### config.mk
export PLATFORM = sky130hd
export DESIGN_NAME = blitter_top
export DESIGN_NICKNAME = d
export VERILOG_FILES = /design/src/logic/blit_pkg.sv /design/src/logic/pixel_req_if.sv /design/src/logic/rect_walker.sv /design/src/logic/req_fifo.sv /design/src/logic/texel_fetch.sv /design/src/logic/blitter_top.sv
export VERILOG_INCLUDE_DIRS = /design/src /design/src/logic
export SDC_FILE = /design/constraint.sdc
export NUM_CORES = 2
export LEC_CHECK = 0
export BUFFER_PORTS_ARGS = -buffer_cell sky130_fd_sc_hd__buf_2
export CAP_MARGIN = 20
export CORE_UTILIZATION = 64
export CTS_BUF_LIST = sky130_fd_sc_hd__clkbuf_8
export DETAILED_ROUTE_END_ITERATION = 16
export GPL_ROUTABILITY_DRIVEN = 0
export PLACE_DENSITY = 0.83
export SLEW_MARGIN = 5
export SYNTH_ARGS = -nofsm -noshare
export SYNTH_HDL_FRONTEND = slang
export SYNTH_SLANG_ARGS = --single-unit
### constraint.sdc
create_clock -name clk -period 13 [get_ports clk]
set_input_delay 2.6 -clock clk [delete_from_list [all_inputs] [get_ports clk]]
set_output_delay 2.6 -clock clk [all_outputs]
set_load 0.005 [all_outputs]
### src/logic/blit_settings.svh
`ifndef BLIT_SETTINGS_SVH
`define BLIT_SETTINGS_SVH

// Framebuffer size in pixels
`define BLIT_FB_WIDTH 400
`define BLIT_FB_HEIGHT 240

// Coordinates and rectangle sizes
`define BLIT_COORD_W 16

// AXI-lite read channel
`define BLIT_ADDR_W 32
`define BLIT_DATA_W 32

`define BLIT_COLOUR_W 16     // Framebuffer pixel width

// Request queue entries
`define BLIT_FIFO_DEPTH 4

`endif

### src/logic/blit_pkg.sv
`include "blit_settings.svh"

package blit_pkg;

    // Bits per pixel, numeric value is the depth
    typedef enum logic [4:0] {
        DEPTH_1  = 5'd1,
        DEPTH_2  = 5'd2,
        DEPTH_4  = 5'd4,
        DEPTH_8  = 5'd8,
        DEPTH_16 = 5'd16
    } pix_depth_t;

    // One source pixel on its way to the framebuffer
    typedef struct packed {
        logic [`BLIT_ADDR_W-1:0]  addr;     // Word aligned
        logic [4:0]               offset;   // Bit position in the word
        pix_depth_t               depth;
        logic [`BLIT_COORD_W-1:0] x;
        logic [`BLIT_COORD_W-1:0] y;
    } pix_req_t;

endpackage

### src/logic/pixel_req_if.sv
`timescale 1ns/1ps

interface pixel_req_if;
    import blit_pkg::*;

    logic     valid;
    logic     ready;
    pix_req_t item;

    // Producer side
    modport src (
        output valid,
        output item,
        input  ready
    );

    // Consumer side
    modport dst (
        input  valid,
        input  item,
        output ready
    );

endinterface

### src/logic/rect_walker.sv
`timescale 1ns/1ps
`include "blit_settings.svh"

module rect_walker (
    input  logic                     clk,
    input  logic                     rst,
    input  logic [`BLIT_ADDR_W-1:0]  image_start,
    input  logic [`BLIT_COORD_W-1:0] image_width,
    input  logic [`BLIT_COORD_W-1:0] src_x,
    input  logic [`BLIT_COORD_W-1:0] src_y,
    input  logic [`BLIT_COORD_W-1:0] rect_width,
    input  logic [`BLIT_COORD_W-1:0] rect_height,
    input  logic [`BLIT_COORD_W-1:0] screen_x,
    input  logic [`BLIT_COORD_W-1:0] screen_y,
    input  logic                     mirror_x,
    input  logic                     mirror_y,
    input  blit_pkg::pix_depth_t     depth,
    input  logic                     draw,
    output logic                     idle,
    pixel_req_if.src                 walk_q
);
    import blit_pkg::*;

    logic [`BLIT_ADDR_W-1:0]  base_r;
    logic [`BLIT_COORD_W-1:0] img_w_r;
    logic [`BLIT_COORD_W-1:0] src_x_r;
    logic [`BLIT_COORD_W-1:0] src_y_r;
    logic [`BLIT_COORD_W-1:0] rect_w_r;
    logic [`BLIT_COORD_W-1:0] rect_h_r;
    logic [`BLIT_COORD_W-1:0] scr_x_r;
    logic [`BLIT_COORD_W-1:0] scr_y_r;
    logic                     mirror_x_r;
    logic                     mirror_y_r;
    pix_depth_t               depth_r;

    logic [`BLIT_COORD_W-1:0] col;
    logic [`BLIT_COORD_W-1:0] row;
    logic                     empty_rect;
    logic                     last_col;
    logic                     last_row;
    logic [`BLIT_COORD_W:0]   pos_x;    // One extra bit so the clip test sees overflow
    logic [`BLIT_COORD_W:0]   pos_y;
    logic [`BLIT_ADDR_W-1:0]  pix_index;
    logic [`BLIT_ADDR_W-1:0]  bit_addr;
    logic                     keep;
    logic                     advance;
    pix_req_t                 item;

    assign empty_rect = rect_w_r == '0 || rect_h_r == '0;
    assign last_col   = col == rect_w_r - 1'b1;
    assign last_row   = row == rect_h_r - 1'b1;

    always_comb begin
        if (mirror_x_r)
            pos_x = {1'b0, scr_x_r} + {1'b0, rect_w_r - 1'b1 - col};
        else
            pos_x = {1'b0, scr_x_r} + {1'b0, col};
        if (mirror_y_r)
            pos_y = {1'b0, scr_y_r} + {1'b0, rect_h_r - 1'b1 - row};
        else
            pos_y = {1'b0, scr_y_r} + {1'b0, row};
    end

    // Source pixel index in the packed sheet, then its bit address
    assign pix_index = (`BLIT_ADDR_W'(src_y_r) + `BLIT_ADDR_W'(row)) * `BLIT_ADDR_W'(img_w_r)
                     + `BLIT_ADDR_W'(src_x_r) + `BLIT_ADDR_W'(col);
    assign bit_addr  = pix_index * `BLIT_ADDR_W'(depth_r);

    always_comb begin
        item.addr   = base_r + {3'b000, bit_addr[`BLIT_ADDR_W-1:5], 2'b00};
        item.offset = bit_addr[4:0];
        item.depth  = depth_r;
        item.x      = pos_x[`BLIT_COORD_W-1:0];
        item.y      = pos_y[`BLIT_COORD_W-1:0];
    end

    assign keep    = !empty_rect && pos_x < `BLIT_FB_WIDTH && pos_y < `BLIT_FB_HEIGHT;
    assign advance = !idle && !empty_rect && (!keep || walk_q.ready);   // Off-screen pixels just step

    assign walk_q.valid = !idle && keep;
    assign walk_q.item  = item;

    always_ff @(posedge clk) begin
        if (idle && draw) begin
            base_r     <= image_start;
            img_w_r    <= image_width;
            src_x_r    <= src_x;
            src_y_r    <= src_y;
            rect_w_r   <= rect_width;
            rect_h_r   <= rect_height;
            scr_x_r    <= screen_x;
            scr_y_r    <= screen_y;
            mirror_x_r <= mirror_x;
            mirror_y_r <= mirror_y;
            depth_r    <= depth;
        end
    end

    always_ff @(posedge clk) begin
        if (rst) begin
            idle <= 1'b1;
            col  <= '0;
            row  <= '0;
        end else if (idle) begin
            if (draw) begin
                idle <= 1'b0;
                col  <= '0;
                row  <= '0;
            end
        end else if (empty_rect) begin
            idle <= 1'b1;   // Nothing to walk
        end else if (advance) begin
            if (last_col) begin
                col <= '0;
                if (last_row)
                    idle <= 1'b1;
                else
                    row <= row + 1'b1;
            end else begin
                col <= col + 1'b1;
            end
        end
    end

endmodule

### src/logic/req_fifo.sv
`timescale 1ns/1ps
`include "blit_settings.svh"

module req_fifo (
    input  logic     clk,
    input  logic     rst,
    pixel_req_if.dst in,
    pixel_req_if.src out,
    output logic     empty
);
    import blit_pkg::*;

    localparam int DEPTH = `BLIT_FIFO_DEPTH;
    localparam int PTR_W = $clog2(DEPTH);

    pix_req_t         mem [DEPTH];
    logic [PTR_W-1:0] wr_ptr;
    logic [PTR_W-1:0] rd_ptr;
    logic [PTR_W:0]   count;
    logic             push;
    logic             pop;

    assign in.ready  = count != DEPTH;
    assign out.valid = count != '0;
    assign out.item  = mem[rd_ptr];
    assign empty     = count == '0;

    assign push = in.valid && in.ready;
    assign pop  = out.valid && out.ready;

    always_ff @(posedge clk) begin
        if (push)
            mem[wr_ptr] <= in.item;
    end

    always_ff @(posedge clk) begin
        if (rst) begin
            wr_ptr <= '0;
            rd_ptr <= '0;
            count  <= '0;
        end else begin
            if (push)
                wr_ptr <= (wr_ptr == PTR_W'(DEPTH - 1)) ? '0 : wr_ptr + 1'b1;
            if (pop)
                rd_ptr <= (rd_ptr == PTR_W'(DEPTH - 1)) ? '0 : rd_ptr + 1'b1;
            // Simultaneous push and pop leaves the count alone
            if (push && !pop)
                count <= count + 1'b1;
            else if (pop && !push)
                count <= count - 1'b1;
        end
    end

endmodule

### src/logic/texel_fetch.sv
`timescale 1ns/1ps
`include "blit_settings.svh"

module texel_fetch (
    input  logic                      clk,
    input  logic                      rst,
    pixel_req_if.dst                  req,
    output logic [`BLIT_ADDR_W-1:0]   m_axil_araddr,
    output logic                      m_axil_arvalid,
    input  logic                      m_axil_arready,
    input  logic [`BLIT_DATA_W-1:0]   m_axil_rdata,
    input  logic                      m_axil_rvalid,
    output logic                      m_axil_rready,
    output logic [`BLIT_COORD_W-1:0]  fb_x,
    output logic [`BLIT_COORD_W-1:0]  fb_y,
    output logic [`BLIT_COLOUR_W-1:0] fb_colour,
    output logic                      fb_write,
    output logic                      idle
);
    import blit_pkg::*;

    typedef enum logic [1:0] {
        IDLE,
        ADDR,
        DATA,
        WRITE
    } state_t;

    state_t                  state;
    logic [`BLIT_DATA_W-1:0] cache_word;
    logic [`BLIT_ADDR_W-1:0] cache_addr;
    logic                    cache_valid;
    logic                    cache_hit;
    logic                    accept;
    logic [4:0]              pend_offset;   // Offset and depth of the pixel waiting on AXI
    pix_depth_t              pend_depth;

    // Pixels sit at the low end after the shift
    function automatic logic [`BLIT_COLOUR_W-1:0] extract(
        input logic [`BLIT_DATA_W-1:0] word,
        input logic [4:0]              offset,
        input pix_depth_t              depth
    );
        logic [`BLIT_DATA_W-1:0] mask;
        logic [`BLIT_DATA_W-1:0] shifted;
        mask    = (`BLIT_DATA_W'(1) << depth) - 1'b1;
        shifted = word >> offset;
        return `BLIT_COLOUR_W'(shifted & mask);
    endfunction

    assign req.ready      = state == IDLE;
    assign accept         = req.valid && req.ready;
    assign cache_hit      = cache_valid && cache_addr == req.item.addr;
    assign m_axil_arvalid = state == ADDR;
    assign m_axil_rready  = state == DATA;
    assign fb_write       = state == WRITE;
    assign idle           = state == IDLE;

    always_ff @(posedge clk) begin
        if (rst) begin
            state       <= IDLE;
            cache_valid <= 1'b0;
        end else begin
            case (state)
                IDLE: begin
                    if (accept)
                        state <= cache_hit ? WRITE : ADDR;
                end
                ADDR: begin
                    if (m_axil_arready)
                        state <= DATA;
                end
                DATA: begin
                    if (m_axil_rvalid) begin
                        state       <= WRITE;
                        cache_valid <= 1'b1;
                    end
                end
                WRITE: state <= IDLE;   // Back to IDLE for the next request
                default: state <= IDLE;
            endcase
        end
    end

    always_ff @(posedge clk) begin
        if (accept) begin
            fb_x          <= req.item.x;
            fb_y          <= req.item.y;
            m_axil_araddr <= req.item.addr;
            pend_offset   <= req.item.offset;
            pend_depth    <= req.item.depth;
            if (cache_hit)
                fb_colour <= extract(cache_word, req.item.offset, req.item.depth);
        end
        if (state == DATA && m_axil_rvalid) begin
            cache_word <= m_axil_rdata;
            cache_addr <= m_axil_araddr;
            fb_colour  <= extract(m_axil_rdata, pend_offset, pend_depth);
        end
    end

endmodule

### src/logic/blitter_top.sv
`timescale 1ns/1ps
`include "blit_settings.svh"

module blitter_top (
    input  logic                      clk,
    input  logic                      rst,
    input  logic [`BLIT_ADDR_W-1:0]   image_start,
    input  logic [`BLIT_COORD_W-1:0]  image_width,
    input  logic [`BLIT_COORD_W-1:0]  src_x,
    input  logic [`BLIT_COORD_W-1:0]  src_y,
    input  logic [`BLIT_COORD_W-1:0]  rect_width,
    input  logic [`BLIT_COORD_W-1:0]  rect_height,
    input  logic [`BLIT_COORD_W-1:0]  screen_x,
    input  logic [`BLIT_COORD_W-1:0]  screen_y,
    input  logic                      mirror_x,
    input  logic                      mirror_y,
    input  blit_pkg::pix_depth_t      depth,
    input  logic                      draw,
    output logic                      busy,
    output logic [`BLIT_ADDR_W-1:0]   m_axil_araddr,
    output logic                      m_axil_arvalid,
    input  logic                      m_axil_arready,
    input  logic [`BLIT_DATA_W-1:0]   m_axil_rdata,
    input  logic                      m_axil_rvalid,
    output logic                      m_axil_rready,
    output logic [`BLIT_COORD_W-1:0]  fb_x,
    output logic [`BLIT_COORD_W-1:0]  fb_y,
    output logic [`BLIT_COLOUR_W-1:0] fb_colour,
    output logic                      fb_write
);

    logic walk_idle;
    logic queue_empty;
    logic fetch_idle;
    logic draw_go;

    pixel_req_if walk_q ();
    pixel_req_if fetch_q ();

    assign busy    = !(walk_idle && queue_empty && fetch_idle);
    assign draw_go = draw && !busy;     // Commands only land on an idle pipeline

    rect_walker i_rect_walker (
        .clk         (clk),
        .rst         (rst),
        .image_start (image_start),
        .image_width (image_width),
        .src_x       (src_x),
        .src_y       (src_y),
        .rect_width  (rect_width),
        .rect_height (rect_height),
        .screen_x    (screen_x),
        .screen_y    (screen_y),
        .mirror_x    (mirror_x),
        .mirror_y    (mirror_y),
        .depth       (depth),
        .draw        (draw_go),
        .idle        (walk_idle),
        .walk_q      (walk_q.src)
    );

    req_fifo i_req_fifo (
        .clk   (clk),
        .rst   (rst),
        .in    (walk_q.dst),
        .out   (fetch_q.src),
        .empty (queue_empty)
    );

    texel_fetch i_texel_fetch (
        .clk            (clk),
        .rst            (rst),
        .req            (fetch_q.dst),
        .m_axil_araddr  (m_axil_araddr),
        .m_axil_arvalid (m_axil_arvalid),
        .m_axil_arready (m_axil_arready),
        .m_axil_rdata   (m_axil_rdata),
        .m_axil_rvalid  (m_axil_rvalid),
        .m_axil_rready  (m_axil_rready),
        .fb_x           (fb_x),
        .fb_y           (fb_y),
        .fb_colour      (fb_colour),
        .fb_write       (fb_write),
        .idle           (fetch_idle)
    );

endmodule

==> flow_summary.yaml <==
run_status:
  status: "completed"
detailed_routing:
  drt_iter0_markers: 3001
  vias: 32000
  drt_pass1_iterations: 6
  wl_per_cell_um: 20.4
  drcViolationCount: 0
  totalWireLength_um: 108000
  via_per_inst: 6.05
  ant_nets: 0
sta:
  hold_violations: 0
  tightest_slew_ps: 1090
  max_freq_mhz: 79.1
  relSlewSlack: 0.272
  skew_ps: 49.3
  drv_slew: 0
  period_needed_ps: 12640
  period_share: 0.972
  setup_viol: 0
clock_tree:
  htreeDepth: 3
  tritoncts: "built"
  clkLatencyLatePin_ps: 750
  root_buffer: "clkbuf_8"
  cts.sinks: 646
  clockBufferDepth: 3
  cts.clk_slew.worst_paths_ps: 60
  cts_made_buffers: 103
logic_synthesis:
  synth_top_family_by_area: "adder cells"
  synth_warnings: 0
  syn_area_mm2: 0.0456
  synthMuxAreaShare: 0.0719
  synth_area_leaders: "edfxtp_1, fa_1, ha_1"
  yosys_most_used_dff: "edfxtp_1"
  yosys.area_share.adder: 0.215
  synth_nets: 4760
  synth_cell_types: 82
  synth-async-reset-ratio: 0
  synth-simple-area-share: 0.115
  synth_most_common_cell: "edfxtp_1"
  yosysTopAreaCell: "edfxtp_1"
  synth_top_area_share: 0.396
  synth_commonest_cells: "edfxtp_1, inv_1, fa_1"
  synth_compound_area_frac: 0.0894
  synth_edf_count: 601
  synth_cells: 3984
  seq_area_frac_synth: 0.415
  ys_ff_latch: 646
  syn_area_per_cell_um2: 11.5
  synth_xor_xnor_area_share: 0.0388
cells_and_area:
  finalNetCount: 5040
  area_delta_synth_final_pct: 10.5
  post-route-util: 0.718
  final_area_mm2: 0.0504
  drive_above_1_share: 0.148
global_route:
  track_usage: 0.302
  grt_pass1_vias: 31900
  grt_pass1_wl_um: 168000
  overflow: 0
  antenna_found_initial: 4
  grt_max_degree: 71
die:
  die_w_um: 269
  initial_utilization: 0.649
  rows: 97
  io_pins: 272
  core-area_mm2: 0.0703
  die_height_um: 269
  die_area_mm2: 0.0724
flow_run:
  drv_cap: 0
setup_path:
  worstPathMaxFanout: 15
  path_class: "register to register"
  required_ps: 13460
  critical_path.startpoint_type: "register"
  cp-end-kind: "register"
  slowest_delay_ps: 540
  slowest_stage: "fa_1"
  cp_data_arrival_time_ps: 13100
  path_common_cell: "fa_1"
place:
  dpl_cell_area_mm2: 0.0479
  io_buffers: 271
  post-dp-hpwl_um: 79700
hold_path:
  hold_class: "register to register"
[kinds of logic (layout without fill, tap and decap cells)]
| family | after synthesis | in the layout |
|---|---|---|
| simple gates | 1046 | 1046 |
| buf+inv | 654 | 1018 |
| flops | 646 | 646 |
| compound gates | 628 | 628 |
| fa+ha+maj | 588 | 588 |
| mux | 223 | 223 |
| xor+xnor | 199 | 199 |
| other cells | 0 | 4 |
[cell usage in the layout, fill, tap and decap left out, drive strengths merged, types with 106 or more instances in the layout]
master and n:
and2 218, nor2 174, ha 259, clkbuf 106, a21oi 160, o21ai 150, fa 329, edfxtp 601
xnor2 139, nand2 320, inv 549, mux2i 121, buf 317
[layer usage]
metal  wire length (µm)  global-route usage  vias up  share of wire
met2              53200               0.512     1362           0.49
met3               8580              0.0555      268          0.080
li1                   -                   -    14500              -
met1              42000               0.387    15800           0.39
met5                 11                   0        -        0.00010
met4               4090               0.112        2          0.038
[stage by stage]
| stage | setup slack (ps) | setup TNS [ps] | cells | hold slack (ps) |
|---|---|---|---|---|
| 5_1_grt | -253 | -3000 | 5290 | 462 |
| 3_3_place_gp | 584 | 0 | 5086 | 424 |
| 6_report | 361 | 0 | 5292 | 447 |
| 3_5_place_dp | 140 | 0 | 5086 | 432 |
| 2_1_floorplan | 1200 | 0 | 3984 | 440 |
| 4_1_cts | 93.8 | 0 | 5275 | 445 |
[worst max-delay path: cells and delay by family (launching register included)]
family	cells	cell delay, ps
simple gates	10	1660
compound gates	16	3370
buf+inv	8	570
xor+xnor	3	490
flops	1	460
fa+ha+maj	13	5810
[final timing paths]
kind,startpoint,end,slack [ps],cells past startpoint
max reg2reg,i_rect_walker.row[2]$_SDFFE_PP0P_,i_req_fifo.mem[3][72]$_DFFE_PP_,360,50
max,i_rect_walker.row[2]$_SDFFE_PP0P_,i_req_fifo.mem[3][72]$_DFFE_PP_,360,50
min reg2reg,i_texel_fetch.m_axil_araddr[17]$_DFFE_PP_,i_texel_fetch.cache_addr[17]$_DFFE_PP_,450,0
min,i_texel_fetch.m_axil_araddr[17]$_DFFE_PP_,i_texel_fetch.cache_addr[17]$_DFFE_PP_,450,0
[flip-flops by register name, indices dropped and copies added, names as in the netlist, 3 cells and up, named ones only]
| register | cells |
|---|---|
| i_rect_walker.row | 16 |
| i_rect_walker.col | 16 |
| i_req_fifo.count | 3 |
| i_texel_fetch.m_axil_araddr | 32 |
| i_rect_walker.depth_r | 5 |
| i_rect_walker.scr_x_r | 16 |
| i_rect_walker.src_x_r | 16 |
| i_texel_fetch.cache_word | 32 |
| i_rect_walker.src_y_r | 16 |
| i_texel_fetch.pend_offset | 5 |
| i_rect_walker.base_r | 32 |
| i_rect_walker.rect_w_r | 16 |
| i_texel_fetch.fb_x | 16 |
| i_texel_fetch.fb_colour | 16 |
| i_rect_walker.scr_y_r | 16 |
| i_texel_fetch.fb_y | 16 |
| i_texel_fetch.pend_depth | 5 |
| i_req_fifo.mem | 296 |
| i_texel_fetch.cache_addr | 32 |
| i_rect_walker.img_w_r | 16 |
| i_rect_walker.rect_h_r | 16 |
[cell type report]
type                            instances  area [µm²]
Sequential cell                       646       19000
Tap cell                              940        1180
Inverter                              512        1930
Fill cell                            4683       19800
Timing Repair Buffer                  317        1760
Antenna cell                            4        10.0
Clock buffer                          106        1460
Clock inverter                         83         659
Multi-Input combinational cell       2684       24500
[timing repair]
| action | CTS | global route |
|---|---|---|
| hold buffers | 0 | 0 |
| buffers inserted | 0 | 10 |
| setup endpoints to repair | 0 | 40 |
| gates resized for setup | 0 | 62 |
Power is left out: the tool's default activity adds up to more than one toggle a clock period on the data nets, which glitch-free logic cannot reach.
